`src/common/mem_pkg.sv`:
```
package mem_pkg;

	localparam int addr_width = 32;
	localparam int data_width = 32;

	// Direct-mapped, one word per line.
	localparam int icache_lines = 16;
	localparam int icache_index_bits = 4;
	localparam int icache_tag_bits = addr_width - icache_index_bits - 2;

	// Timer window and its register offsets.
	localparam logic [addr_width-1:0] clint_base = 32'h0200_0000;
	localparam logic [addr_width-1:0] clint_mask = 32'hffff_0000;
	localparam logic [addr_width-1:0] clint_mtime_lo = 32'h0000_0000;
	localparam logic [addr_width-1:0] clint_mtime_hi = 32'h0000_0004;

	localparam logic [2:0] size_byte = 3'd0;
	localparam logic [2:0] size_half = 3'd1;
	localparam logic [2:0] size_word = 3'd2;

	localparam logic [2:0] funct3_lb = 3'b000;
	localparam logic [2:0] funct3_lh = 3'b001;
	localparam logic [2:0] funct3_lw = 3'b010;
	localparam logic [2:0] funct3_lbu = 3'b100;
	localparam logic [2:0] funct3_lhu = 3'b101;
	localparam logic [2:0] funct3_sb = 3'b000;
	localparam logic [2:0] funct3_sh = 3'b001;
	localparam logic [2:0] funct3_sw = 3'b010;

	typedef struct packed {
		logic [addr_width-1:0] addr;
		logic [2:0] size;
	} ar_t;

	typedef struct packed {
		logic [data_width-1:0] data;
		logic [1:0] resp;
		logic last;
	} r_t;

	typedef ar_t aw_t;

	typedef struct packed {
		logic [data_width-1:0] data;
		logic [data_width/8-1:0] strb;
		logic last;
	} w_t;

	typedef struct packed {
		logic [1:0] resp;
	} b_t;

	// Store when wen is high.
	typedef struct packed {
		logic [addr_width-1:0] addr;
		logic [data_width-1:0] wdata;
		logic [2:0] funct3;
		logic wen;
	} lsu_req_t;

endpackage

```
`src/icache/icache.sv`:
```
module icache (
	input  logic clock,
	input  logic rst_n,
	input  logic fetch_valid,
	output logic fetch_ready,
	input  logic [31:0] fetch_pc,
	output logic [31:0] fetch_inst,
	output logic inst_valid,
	input  logic fence_i,
	output mem_pkg::ar_t ar,
	output logic ar_valid,
	input  logic ar_ready,
	input  mem_pkg::r_t r,
	input  logic r_valid,
	output logic r_ready
);

	typedef enum logic [1:0] {
		idle,
		lookup,
		request,
		refill
	} state_t;

	state_t state;
	logic [31:0] pc_q;
	logic [mem_pkg::icache_lines-1:0] line_valid;
	logic [mem_pkg::icache_tag_bits-1:0] tags [mem_pkg::icache_lines];
	logic [31:0] lines [mem_pkg::icache_lines];
	logic [mem_pkg::icache_index_bits-1:0] index;
	logic [mem_pkg::icache_tag_bits-1:0] tag;
	logic hit;
	logic flush_seen;

	assign index = pc_q[mem_pkg::icache_index_bits+1:2];
	assign tag = pc_q[31:mem_pkg::icache_index_bits+2];
	assign hit = line_valid[index] && (tags[index] == tag);

	assign fetch_ready = (state == idle);
	assign inst_valid = ((state == lookup) && hit) || ((state == refill) && r_valid);
	// Refill data goes straight out in the cycle it arrives.
	assign fetch_inst = (state == refill) ? r.data : lines[index];

	assign ar.addr = {pc_q[31:2], 2'b00};
	assign ar.size = mem_pkg::size_word;
	assign ar_valid = (state == request);
	assign r_ready = (state == refill);

	always_ff @(posedge clock or negedge rst_n) begin
		if (!rst_n) begin
			state <= idle;
			line_valid <= '0;
			flush_seen <= 1'b0;
		end else begin
			// A fence during a miss leaves the refilled line invalid.
			flush_seen <= (state != idle) && (flush_seen || fence_i);
			if (fence_i) begin
				line_valid <= '0;
			end
			case (state)
				idle: begin
					if (fetch_valid) begin
						state <= lookup;
					end
				end
				lookup: begin
					state <= hit ? idle : request;
				end
				request: begin
					if (ar_ready) begin
						state <= refill;
					end
				end
				refill: begin
					if (r_valid) begin
						state <= idle;
						if (!fence_i && !flush_seen) begin
							line_valid[index] <= 1'b1;
						end
					end
				end
				default: state <= idle;
			endcase
		end
	end

	always_ff @(posedge clock) begin
		if (fetch_valid && fetch_ready) begin
			pc_q <= fetch_pc;
		end
		if ((state == refill) && r_valid) begin
			tags[index] <= tag;
			lines[index] <= r.data;
		end
	end

endmodule

```
`src/logic/clint.sv`:
```
module clint (
	input  logic clock,
	input  logic rst_n,
	input  mem_pkg::ar_t ar,
	input  logic ar_valid,
	output logic ar_ready,
	output mem_pkg::r_t r,
	output logic r_valid,
	input  logic r_ready
);

	logic [63:0] mtime;
	logic [31:0] offset;
	logic [31:0] word;
	logic [31:0] rdata_q;

	// Only bit 2 selects the word.
	assign offset = {29'd0, ar.addr[2], 2'b00};

	always_comb begin
		case (offset)
			mem_pkg::clint_mtime_hi: word = mtime[63:32];
			mem_pkg::clint_mtime_lo: word = mtime[31:0];
			default: word = mtime[31:0];
		endcase
	end

	assign ar_ready = !r_valid;
	assign r.data = rdata_q;
	assign r.resp = 2'b00;
	assign r.last = 1'b1;

	always_ff @(posedge clock or negedge rst_n) begin
		if (!rst_n) begin
			mtime <= '0;
			r_valid <= 1'b0;
		end else begin
			mtime <= mtime + 64'd1;
			if (ar_valid && ar_ready) begin
				r_valid <= 1'b1;
			end else if (r_ready) begin
				r_valid <= 1'b0;
			end
		end
	end

	always_ff @(posedge clock) begin
		if (ar_valid && ar_ready) begin
			rdata_q <= word;
		end
	end

endmodule

```
`src/logic/mem_subsys.sv`:
```
module mem_subsys (
	input  logic clock,
	input  logic rst_n,
	input  logic fetch_valid,
	output logic fetch_ready,
	input  logic [31:0] fetch_pc,
	output logic [31:0] fetch_inst,
	output logic inst_valid,
	input  logic fence_i,
	input  logic lsu_valid,
	output logic lsu_ready,
	input  mem_pkg::lsu_req_t lsu_req,
	output logic [31:0] wb_val,
	output logic wb_valid,
	output mem_pkg::ar_t m_ar,
	output logic m_ar_valid,
	input  logic m_ar_ready,
	input  mem_pkg::r_t m_r,
	input  logic m_r_valid,
	output logic m_r_ready,
	output mem_pkg::aw_t m_aw,
	output logic m_aw_valid,
	input  logic m_aw_ready,
	output mem_pkg::w_t m_w,
	output logic m_w_valid,
	input  logic m_w_ready,
	input  mem_pkg::b_t m_b,
	input  logic m_b_valid,
	output logic m_b_ready
);

	mem_pkg::ar_t ic_ar;
	logic ic_ar_valid;
	logic ic_ar_ready;
	mem_pkg::r_t ic_r;
	logic ic_r_valid;
	logic ic_r_ready;
	mem_pkg::ar_t ls_ar;
	logic ls_ar_valid;
	logic ls_ar_ready;
	mem_pkg::r_t ls_r;
	logic ls_r_valid;
	logic ls_r_ready;
	mem_pkg::aw_t ls_aw;
	logic ls_aw_valid;
	logic ls_aw_ready;
	mem_pkg::w_t ls_w;
	logic ls_w_valid;
	logic ls_w_ready;
	mem_pkg::b_t ls_b;
	logic ls_b_valid;
	logic ls_b_ready;
	mem_pkg::ar_t clint_ar;
	logic clint_ar_valid;
	logic clint_ar_ready;
	mem_pkg::r_t clint_r;
	logic clint_r_valid;
	logic clint_r_ready;

	icache u_icache (
		.clock(clock), .rst_n(rst_n),
		.fetch_valid(fetch_valid), .fetch_ready(fetch_ready), .fetch_pc(fetch_pc),
		.fetch_inst(fetch_inst), .inst_valid(inst_valid), .fence_i(fence_i),
		.ar(ic_ar), .ar_valid(ic_ar_valid), .ar_ready(ic_ar_ready),
		.r(ic_r), .r_valid(ic_r_valid), .r_ready(ic_r_ready)
	);

	lsu u_lsu (
		.clock(clock), .rst_n(rst_n),
		.req_valid(lsu_valid), .req_ready(lsu_ready), .req(lsu_req),
		.wb_val(wb_val), .wb_valid(wb_valid),
		.ar(ls_ar), .ar_valid(ls_ar_valid), .ar_ready(ls_ar_ready),
		.r(ls_r), .r_valid(ls_r_valid), .r_ready(ls_r_ready),
		.aw(ls_aw), .aw_valid(ls_aw_valid), .aw_ready(ls_aw_ready),
		.w(ls_w), .w_valid(ls_w_valid), .w_ready(ls_w_ready),
		.b(ls_b), .b_valid(ls_b_valid), .b_ready(ls_b_ready)
	);

	xbar u_xbar (
		.clock(clock), .rst_n(rst_n),
		.ic_ar(ic_ar), .ic_ar_valid(ic_ar_valid), .ic_ar_ready(ic_ar_ready),
		.ic_r(ic_r), .ic_r_valid(ic_r_valid), .ic_r_ready(ic_r_ready),
		.ls_ar(ls_ar), .ls_ar_valid(ls_ar_valid), .ls_ar_ready(ls_ar_ready),
		.ls_r(ls_r), .ls_r_valid(ls_r_valid), .ls_r_ready(ls_r_ready),
		.ls_aw(ls_aw), .ls_aw_valid(ls_aw_valid), .ls_aw_ready(ls_aw_ready),
		.ls_w(ls_w), .ls_w_valid(ls_w_valid), .ls_w_ready(ls_w_ready),
		.ls_b(ls_b), .ls_b_valid(ls_b_valid), .ls_b_ready(ls_b_ready),
		.clint_ar(clint_ar), .clint_ar_valid(clint_ar_valid),
		.clint_ar_ready(clint_ar_ready),
		.clint_r(clint_r), .clint_r_valid(clint_r_valid), .clint_r_ready(clint_r_ready),
		.m_ar(m_ar), .m_ar_valid(m_ar_valid), .m_ar_ready(m_ar_ready),
		.m_r(m_r), .m_r_valid(m_r_valid), .m_r_ready(m_r_ready),
		.m_aw(m_aw), .m_aw_valid(m_aw_valid), .m_aw_ready(m_aw_ready),
		.m_w(m_w), .m_w_valid(m_w_valid), .m_w_ready(m_w_ready),
		.m_b(m_b), .m_b_valid(m_b_valid), .m_b_ready(m_b_ready)
	);

	clint u_clint (
		.clock(clock), .rst_n(rst_n),
		.ar(clint_ar), .ar_valid(clint_ar_valid), .ar_ready(clint_ar_ready),
		.r(clint_r), .r_valid(clint_r_valid), .r_ready(clint_r_ready)
	);

endmodule

```
`src/lsu/lsu.sv`:
```
module lsu (
	input  logic clock,
	input  logic rst_n,
	input  logic req_valid,
	output logic req_ready,
	input  mem_pkg::lsu_req_t req,
	output logic [31:0] wb_val,
	output logic wb_valid,
	output mem_pkg::ar_t ar,
	output logic ar_valid,
	input  logic ar_ready,
	input  mem_pkg::r_t r,
	input  logic r_valid,
	output logic r_ready,
	output mem_pkg::aw_t aw,
	output logic aw_valid,
	input  logic aw_ready,
	output mem_pkg::w_t w,
	output logic w_valid,
	input  logic w_ready,
	input  mem_pkg::b_t b,
	input  logic b_valid,
	output logic b_ready
);

	typedef enum logic [2:0] {
		idle,
		read_addr,
		read_data,
		write_req,
		write_resp
	} state_t;

	state_t state;
	mem_pkg::lsu_req_t req_q;
	logic aw_done;
	logic w_done;
	logic aw_fire;
	logic w_fire;
	logic [1:0] offset;
	logic [4:0] shift;
	logic [2:0] size;
	logic [3:0] strb;
	logic [31:0] rdata;
	logic [31:0] load_val;

	assign offset = req_q.addr[1:0];
	assign shift = {offset, 3'b000};

	always_comb begin
		case (req_q.funct3[1:0])
			mem_pkg::funct3_sb[1:0]: size = mem_pkg::size_byte;
			mem_pkg::funct3_sh[1:0]: size = mem_pkg::size_half;
			mem_pkg::funct3_sw[1:0]: size = mem_pkg::size_word;
			default: size = mem_pkg::size_word;
		endcase
		case (size)
			mem_pkg::size_byte: strb = 4'b0001 << offset;
			mem_pkg::size_half: strb = 4'b0011 << offset;
			default: strb = 4'b1111;
		endcase
	end

	// Addressed byte or half moved down to bit 0.
	assign rdata = r.data >> shift;

	always_comb begin
		case (req_q.funct3)
			mem_pkg::funct3_lb: load_val = {{24{rdata[7]}}, rdata[7:0]};
			mem_pkg::funct3_lh: load_val = {{16{rdata[15]}}, rdata[15:0]};
			mem_pkg::funct3_lbu: load_val = {24'd0, rdata[7:0]};
			mem_pkg::funct3_lhu: load_val = {16'd0, rdata[15:0]};
			mem_pkg::funct3_lw: load_val = rdata;
			default: load_val = rdata;
		endcase
	end

	assign ar.addr = req_q.addr;
	assign ar.size = size;
	assign aw.addr = req_q.addr;
	assign aw.size = size;
	assign w.data = req_q.wdata << shift;
	assign w.strb = strb;
	assign w.last = 1'b1;

	assign req_ready = (state == idle);
	assign ar_valid = (state == read_addr);
	assign r_ready = (state == read_data);
	assign aw_valid = (state == write_req) && !aw_done;
	assign w_valid = (state == write_req) && !w_done;
	assign b_ready = (state == write_resp);
	assign aw_fire = aw_valid && aw_ready;
	assign w_fire = w_valid && w_ready;

	assign wb_valid = ((state == read_data) && r_valid) || ((state == write_resp) && b_valid);
	// Stores write back their response code.
	assign wb_val = req_q.wen ? {30'd0, b.resp} : load_val;

	always_ff @(posedge clock or negedge rst_n) begin
		if (!rst_n) begin
			state <= idle;
			aw_done <= 1'b0;
			w_done <= 1'b0;
		end else begin
			case (state)
				idle: begin
					aw_done <= 1'b0;
					w_done <= 1'b0;
					if (req_valid) begin
						state <= req.wen ? write_req : read_addr;
					end
				end
				read_addr: if (ar_ready) state <= read_data;
				read_data: if (r_valid) state <= idle;
				write_req: begin
					aw_done <= aw_done || aw_fire;
					w_done <= w_done || w_fire;
					if ((aw_done || aw_fire) && (w_done || w_fire)) begin
						state <= write_resp;
					end
				end
				write_resp: if (b_valid) state <= idle;
				default: state <= idle;
			endcase
		end
	end

	always_ff @(posedge clock) begin
		if (req_valid && req_ready) begin
			req_q <= req;
		end
	end

endmodule

```
`src/xbar/xbar.sv`:
```
module xbar (
	input  logic clock,
	input  logic rst_n,
	input  mem_pkg::ar_t ic_ar,
	input  logic ic_ar_valid,
	output logic ic_ar_ready,
	output mem_pkg::r_t ic_r,
	output logic ic_r_valid,
	input  logic ic_r_ready,
	input  mem_pkg::ar_t ls_ar,
	input  logic ls_ar_valid,
	output logic ls_ar_ready,
	output mem_pkg::r_t ls_r,
	output logic ls_r_valid,
	input  logic ls_r_ready,
	input  mem_pkg::aw_t ls_aw,
	input  logic ls_aw_valid,
	output logic ls_aw_ready,
	input  mem_pkg::w_t ls_w,
	input  logic ls_w_valid,
	output logic ls_w_ready,
	output mem_pkg::b_t ls_b,
	output logic ls_b_valid,
	input  logic ls_b_ready,
	output mem_pkg::ar_t clint_ar,
	output logic clint_ar_valid,
	input  logic clint_ar_ready,
	input  mem_pkg::r_t clint_r,
	input  logic clint_r_valid,
	output logic clint_r_ready,
	output mem_pkg::ar_t m_ar,
	output logic m_ar_valid,
	input  logic m_ar_ready,
	input  mem_pkg::r_t m_r,
	input  logic m_r_valid,
	output logic m_r_ready,
	output mem_pkg::aw_t m_aw,
	output logic m_aw_valid,
	input  logic m_aw_ready,
	output mem_pkg::w_t m_w,
	output logic m_w_valid,
	input  logic m_w_ready,
	input  mem_pkg::b_t m_b,
	input  logic m_b_valid,
	output logic m_b_ready
);

	typedef enum logic [1:0] {
		own_none,
		own_fetch,
		own_lsu
	} owner_t;

	typedef enum logic {
		to_master,
		to_timer
	} target_t;

	owner_t owner_q;
	owner_t owner;
	target_t target_q;
	target_t target;
	logic ar_done_q;
	mem_pkg::ar_t sel_ar;
	logic sel_valid;
	logic sel_ready;
	logic in_window;
	logic resp_valid;
	logic resp_ready;
	logic r_fire;

	// Load/store side wins a tie.
	always_comb begin
		owner = owner_q;
		if (owner_q == own_none) begin
			if (ls_ar_valid) begin
				owner = own_lsu;
			end else if (ic_ar_valid) begin
				owner = own_fetch;
			end
		end
	end

	assign sel_ar = (owner == own_lsu) ? ls_ar : ic_ar;
	assign sel_valid = !ar_done_q && (((owner == own_lsu) && ls_ar_valid) ||
		((owner == own_fetch) && ic_ar_valid));
	assign in_window = ((sel_ar.addr & mem_pkg::clint_mask) == mem_pkg::clint_base);
	assign target = (owner_q == own_none) ? (in_window ? to_timer : to_master) : target_q;

	assign m_ar = sel_ar;
	assign clint_ar = sel_ar;
	assign m_ar_valid = sel_valid && (target == to_master);
	assign clint_ar_valid = sel_valid && (target == to_timer);
	assign sel_ready = !ar_done_q && ((target == to_timer) ? clint_ar_ready : m_ar_ready);
	assign ls_ar_ready = (owner == own_lsu) && sel_ready;
	assign ic_ar_ready = (owner == own_fetch) && sel_ready;

	// Response path follows the registered owner and target.
	assign resp_valid = ar_done_q && ((target_q == to_timer) ? clint_r_valid : m_r_valid);
	assign resp_ready = ((owner_q == own_fetch) && ic_r_ready) ||
		((owner_q == own_lsu) && ls_r_ready);
	assign r_fire = resp_valid && resp_ready;

	assign ic_r = (target_q == to_timer) ? clint_r : m_r;
	assign ls_r = ic_r;
	assign ic_r_valid = resp_valid && (owner_q == own_fetch);
	assign ls_r_valid = resp_valid && (owner_q == own_lsu);
	assign m_r_ready = ar_done_q && (target_q == to_master) && resp_ready;
	assign clint_r_ready = ar_done_q && (target_q == to_timer) && resp_ready;

	assign m_aw = ls_aw;
	assign m_aw_valid = ls_aw_valid;
	assign ls_aw_ready = m_aw_ready;
	assign m_w = ls_w;
	assign m_w_valid = ls_w_valid;
	assign ls_w_ready = m_w_ready;
	assign ls_b = m_b;
	assign ls_b_valid = m_b_valid;
	assign m_b_ready = ls_b_ready;

	always_ff @(posedge clock or negedge rst_n) begin
		if (!rst_n) begin
			owner_q <= own_none;
			target_q <= to_master;
			ar_done_q <= 1'b0;
		end else if (r_fire) begin
			owner_q <= own_none;
			ar_done_q <= 1'b0;
		end else begin
			if (owner_q == own_none) begin
				owner_q <= owner;
				target_q <= target;
			end
			if (sel_valid && sel_ready) begin
				ar_done_q <= 1'b1;
			end
		end
	end

endmodule
```
`config.mk`:
```
export PLATFORM = sky130hd
export DESIGN_NAME = mem_subsys
export DESIGN_NICKNAME = d
export VERILOG_FILES = /design/src/common/mem_pkg.sv /design/src/icache/icache.sv /design/src/logic/clint.sv /design/src/logic/mem_subsys.sv /design/src/lsu/lsu.sv /design/src/xbar/xbar.sv
export SDC_FILE = /design/constraint.sdc
export NUM_CORES = 1
export LEC_CHECK = 0
export ABC_AREA = 1
export BUFFER_PORTS_ARGS = -buffer_cell sky130_fd_sc_hd__buf_2
export CORE_MARGIN = 3
export CORE_UTILIZATION = 53
export CTS_CLUSTER_DIAMETER = 100
export DETAILED_ROUTE_END_ITERATION = 6
export PLACE_DENSITY = 0.77
export SETUP_SLACK_MARGIN = 0.5
export SYNTH_ARGS = -nofsm -noshare
export SYNTH_HDL_FRONTEND = slang
export SYNTH_HIERARCHICAL = 1
export SYNTH_SLANG_ARGS = --single-unit
export TNS_END_PERCENT = 1
```
`constraint.sdc`:
```
create_clock -name clock -period 4.3 [get_ports clock]
set_input_delay 0.43 -clock clock [delete_from_list [all_inputs] [get_ports clock]]
set_output_delay 0.43 -clock clock [all_outputs]
set_load 0.005 [all_outputs]
```
Word level (Yosys, flattened, before mapping)
Memories as Yosys holds them, arrays and structs flattened. A register that Yosys moved wholly into a read port is not among the register bits.
Index checks and enable logic that the tools add are counted.
Widths: inputs -> output; s select.
- add/subtract/negate cells: 1
- multiplexer cells: 47
- reductions and logical operators: 62
- eq/ne operators: 26
- magnitude comparators: 2
- shift operators: 4
- bitwise logic cells: 4
- operator list (cell ; count):
    $pmux 32 s4 ; 1
    $mux 32 ; 3
    $mux 35 ; 2
    $add 64x1->64 const B ; 1
    $mux 16 ; 4
    $logic_and 1x1->1 ; 35
    $shl 32x5->32 ; 1
    $shr 32x5->32 ; 1
    $eq 26x26->1 ; 1
    $mux 2 ; 10
    $eq 16x10->1 const B ; 1
    $ne 2x2->1 const B ; 8
    $or 16x16->16 ; 1
    $mux 3 ; 5
    $pmux 3 s5 ; 1
    $mux 1 ; 12
    $eq 2x1->1 const B ; 5
    $reduce_bool 2->1 ; 5
    $eq 3x3->1 const B ; 3
    $logic_not 3->1 ; 3
    $eq 2x2->1 const B ; 4
    $mux 4 ; 2
    $pmux 2 s4 ; 1
    $pmux 4 s2 ; 1
    17 further kinds ; 35
- output and inout port bits: 180
- logic and storage cells: 165
- memories: 2
- register bits after elaboration: 225
- memory bits (writable): 928
- input port bits: 147
- memory list (memory ; depth ; width ; rd ports ; clocked after Yosys merged registers in ; wr ports ; RTL line ; source):
    u_icache.lines ; 16 ; 32 ; 1 ; 1 ; 1 ; icache.sv:29 ; logic [31:0] lines [mem_pkg::icache_lines];
    u_icache.tags ; 16 ; 26 ; 1 ; 1 ; 1 ; icache.sv:28 ; logic [mem_pkg::icache_tag_bits-1:0] tags [mem_pkg::icache_lines];

Logic depth before layout (Yosys ltp)
- depth in word-level cells: 14
- gate-level depth with buffers: 21
- depth with buffers taken out: 20

Modules after synthesis
The synthesis kept the hierarchy.
- modules (own cells, without submodules) (module ; cells each ; area an instance (um2) ; sequential area each (um2) ; instances):
    icache ; 3327 ; 39850.7 ; 29323.1 ; 1
    clint ; 644 ; 5078.6 ; 2587.5 ; 1
    lsu ; 468 ; 4212.8 ; 2167.1 ; 1
    xbar ; 447 ; 2462.4 ; 100.1 ; 1

Worst setup path before layout
No wires, ideal clock.
- path kind: reg2reg
- start point: reg u_xbar.owner_q[1]
- end point: mem u_icache.lines[11][0] (enable)
- library setup time: 0.474 ns
- data required time: 3.826 ns
- path buffers: 1
- clock period less this slack: 4.229 ns
- cell stages (with the launch flop): 9
- arrival time: 3.755 ns
- path slack: 0.071 ns
- path through: dfrtp_1 inv_1 nand2_1 nor2_1 inv_1 nor2_1 clkinv_1 clkbuf_1 nor2_1
- longest elaborated chain between the ends: 5
- RTL lines (what ; RTL line ; source):
    start, declared ; xbar.sv:59 ; owner_t owner_q;
    start signal, assigned ; xbar.sv:123 ; owner_q <= own_none;
    start signal, assigned ; xbar.sv:127 ; owner_q <= own_none;
    start signal, assigned ; xbar.sv:131 ; owner_q <= owner;
    $eq 2x1->1 ; xbar.sv:106 ; assign ic_r_valid = resp_valid && (owner_q == own_fetch);
    $logic_and 1x1->1 ; xbar.sv:106 ;
    named net ic_r_valid ; mem_subsys.sv:36 ; logic ic_r_valid;
    $logic_and 1x1->1 ; icache.sv:91 ; if ((state == refill) && r_valid) begin
    $mux 1 ; icache.sv:91 ;
    $mux 1 (not written as such) ; icache.sv:93 ; lines[index] <= r.data;
    end, declared ; icache.sv:29 ;
The timed path passes the listed nets, and every way through them passes these cells.

==> flow_metrics.tcl <==
set metrics [dict create \
    io_buffer_count 318 \
    drtPass1Iterations 7 \
    h-tree-depth 3 \
    grt_max_degree 117 \
    grt_pass1_wl_um 213000 \
    arrival_ns 3.34 \
    rsz0062_at_grt "true" \
    grt_pass1_vias 36100 \
    tns_ns 0 \
    clk_path_buf_depth 3 \
    die_y_um 318 \
    cap_violations 0 \
    place_congestion 0.947 \
    vias_per_cell 5.79 \
    antenna_found_initial 4 \
    total_power_w 0.0295 \
    share_seq_of_total_power_pct 44.0 \
    instances_no_fill 6399 \
    row_count 113 \
    start_kind "register" \
    wirelength_um 144000 \
    drt_iter0_markers 4334 \
    grt_overflow_total 0 \
    use_met3_pct 4.63 \
    initial_utilization_pct 53.8 \
    clk_pin_slew_ns 0.07 \
    switching_share_pct 30.8 \
    placed_area_um2 53000 \
    required_ns 3.87 \
    tightestPinTransition_ns 1.03 \
    setup_ws_ns 0.526 \
    fmax_mhz 265 \
    dp_cells 6069 \
    post-route-drc-count 1 \
    finalCritPeriodShare_pct 87.8 \
    wire_per_inst_um 22.4 \
    hold_viol 0 \
    fillers 7159 \
    ant_nets 0 \
    cts_buffers 115 \
    ios 327 \
    comb_power_share_pct 21.6 \
    violations "design-rule violations" \
    die_w_um 318 \
    hp-class "in -> reg" \
    grtUsageMet1_pct 35.8 \
    internal_power_w 0.0204 \
    endpoint_kind "primary output" \
    dp_hpwl_um 80000 \
    status "complete, but fails checks" \
    busiest_layer "met2" \
    fin_skew_ns 0.0454 \
    drive_gt1_share_pct 13.5 \
    grt_use_total_pct 27.5 \
    final_nets 5182 \
    die-area_um2 101000 \
    final_area_um2 58200 \
    setup_violations 0 \
    syn-cell-area_um2 51500 \
    grt_util_met2_pct 45.7 \
    cts_tree "built" \
    power_leakage_nw 22.4 \
    power.net_switching_w 0.00909 \
    critPathKind "reg -> out" \
    min_period_ns 3.77 \
    design.core.area_um2 95700 \
    slew_headroom_pct 31.2 \
    num_vias 37000 \
    insertion_delay_ns 0.73 \
    root_buffer "clkbuf_16" \
    peakVddDrop_uv 554 \
    area_growth_pct 13.0 \
    cts_sinks 1155 \
    avgSynthCellArea_um2 10.6 \
    drv_slew 0 \
    power_density_nw_per_um2 507 \
    pre_cts_ws_ns 1.02 \
    cp_max_fo 32 \
    yosysWarningCount 6 \
    synth_cells 4869 \
    p_clk_share_pct 34.4 \
]
==> per-stage QoR <==
step | hold slack (ns) | util (%)
after floorplan | 0.134 | -
after global placement | 0.460 | 55.4
after detailed placement | 0.468 | 55.4
after CTS | 0.0185 | 60.7
after global routing | 0.0452 | 60.8
final | 0.0483 | 60.8
==> cells in the final DEF, fill, tap and decap left out, types with 29 or more instances in the layout <==
master,n
a31oi_1,33
buf_4,54
nand2_1,1150
nor2_1,596
o21ai_0,368
o22ai_1,42
xor2_1,29
nand2_2,34
dfrtp_1,93
nand3_1,347
a21oi_1,36
dlygate4sd3_1,99
o221ai_1,103
edfxtp_1,1058
inv_1,343
o21ai_1,36
buf_2,317
clkbuf_16,118
==> layout make-up <==
cell class	instances	area [µm²]	share of cell area (%)
flip-flops and latches	1155	34200	58.7
multi-input cells	2897	13400	22.9
repair buffers	508	3810	6.54
clock buffers	140	3050	5.24
well taps	1265	1580	2.72
inverters	355	1380	2.37
clock inverters	76	827	1.42
repair inverters	2	20.0	0.0344
diodes	1	2.50	0.00430
==> metal layers <==
| layer | vias up | wire length (µm) |
|---|---|---|
| met5 | - | 44 |
| met4 | 6 | 6200 |
| met3 | 399 | 14700 |
| met2 | 2227 | 69500 |
| met1 | 17700 | 53100 |
| li1 | 16700 | - |
==> critical path, stage by stage (launching register included) <==
cell	delay, ns
dfrtp_1	0.64
clkinv_1	0.13
buf_4	0.25
nand2_1	0.23
nand2_1	0.07
buf_4	0.21
inv_1	0.07
nand2_1	0.06
nand3_1	0.13
nand2_1	0.10
nand2_4	0.14
nand3_2	0.10
nand2_4	0.25
nor2_1	0.09
buf_2	0.17
==> power by group through the flow <==
stage | registers [W] | clock network [W] | logic, W
2_1_floorplan | 0.0131 | 0 | 0.00438
6_report | 0.0130 | 0.0102 | 0.00637
3_3_place_gp | 0.0132 | 0 | 0.00580
3_5_place_dp | 0.0133 | 0 | 0.00592
5_1_grt | 0.0130 | 0.0107 | 0.00690
4_1_cts | 0.0130 | 0.0103 | 0.00621
==> flip-flops by register name (all words and copies together), names as in the netlist, named ones only <==
name and count:
u_lsu/ar 32, u_icache/pc_q 30, u_icache/tags 416, u_xbar/ar_done_q 1, u_icache/lines 512, u_clint/rdata_q 32
u_icache/flush_seen 1, u_icache/state 1, u_lsu/req_q 36, u_lsu/aw_done 1, u_lsu/w_done 1, u_clint/mtime 64
u_xbar/target_q 1, u_xbar/owner_q 2, u_lsu/state 3, u_clint/r_valid 1, u_icache/line_valid 16
==> worst paths after layout <==
check / startpoint / to / slack, ns / depth (start not counted)
min reg2reg: u_clint/mtime[0]$_DFF_PN0_ / u_clint/mtime[0]$_DFF_PN0_ / 0.48 / 1
max reg2reg: u_lsu/state[2]$_DFFE_PN0P_ / u_clint/rdata_q[24]$_DFFE_PP_ / 1.05 / 14
min in group asynchronous: rst_n / u_clint/mtime[16]$_DFF_PN0_ / 0.34 / 2
max in group asynchronous: rst_n / u_xbar/target_q$_DFFE_PN0P_ / 2.91 / 3
min: m_b_valid / u_lsu/state[2]$_DFFE_PN0P_ / 0.05 / 4
max: u_xbar/target_q$_DFFE_PN0P_ / wb_val[23] / 0.53 / 14
==> repair_timing <==
item | CTS | global route
setup endpoints to repair | 16 | 30
resized for setup | 13 | 9
hold buffers | 99 | 0
gates cloned | 4 | 3
endpoints found under the hold margin | 160 | 0
setup buffers | 7 | 0
(Power assumes the default switching activity.)
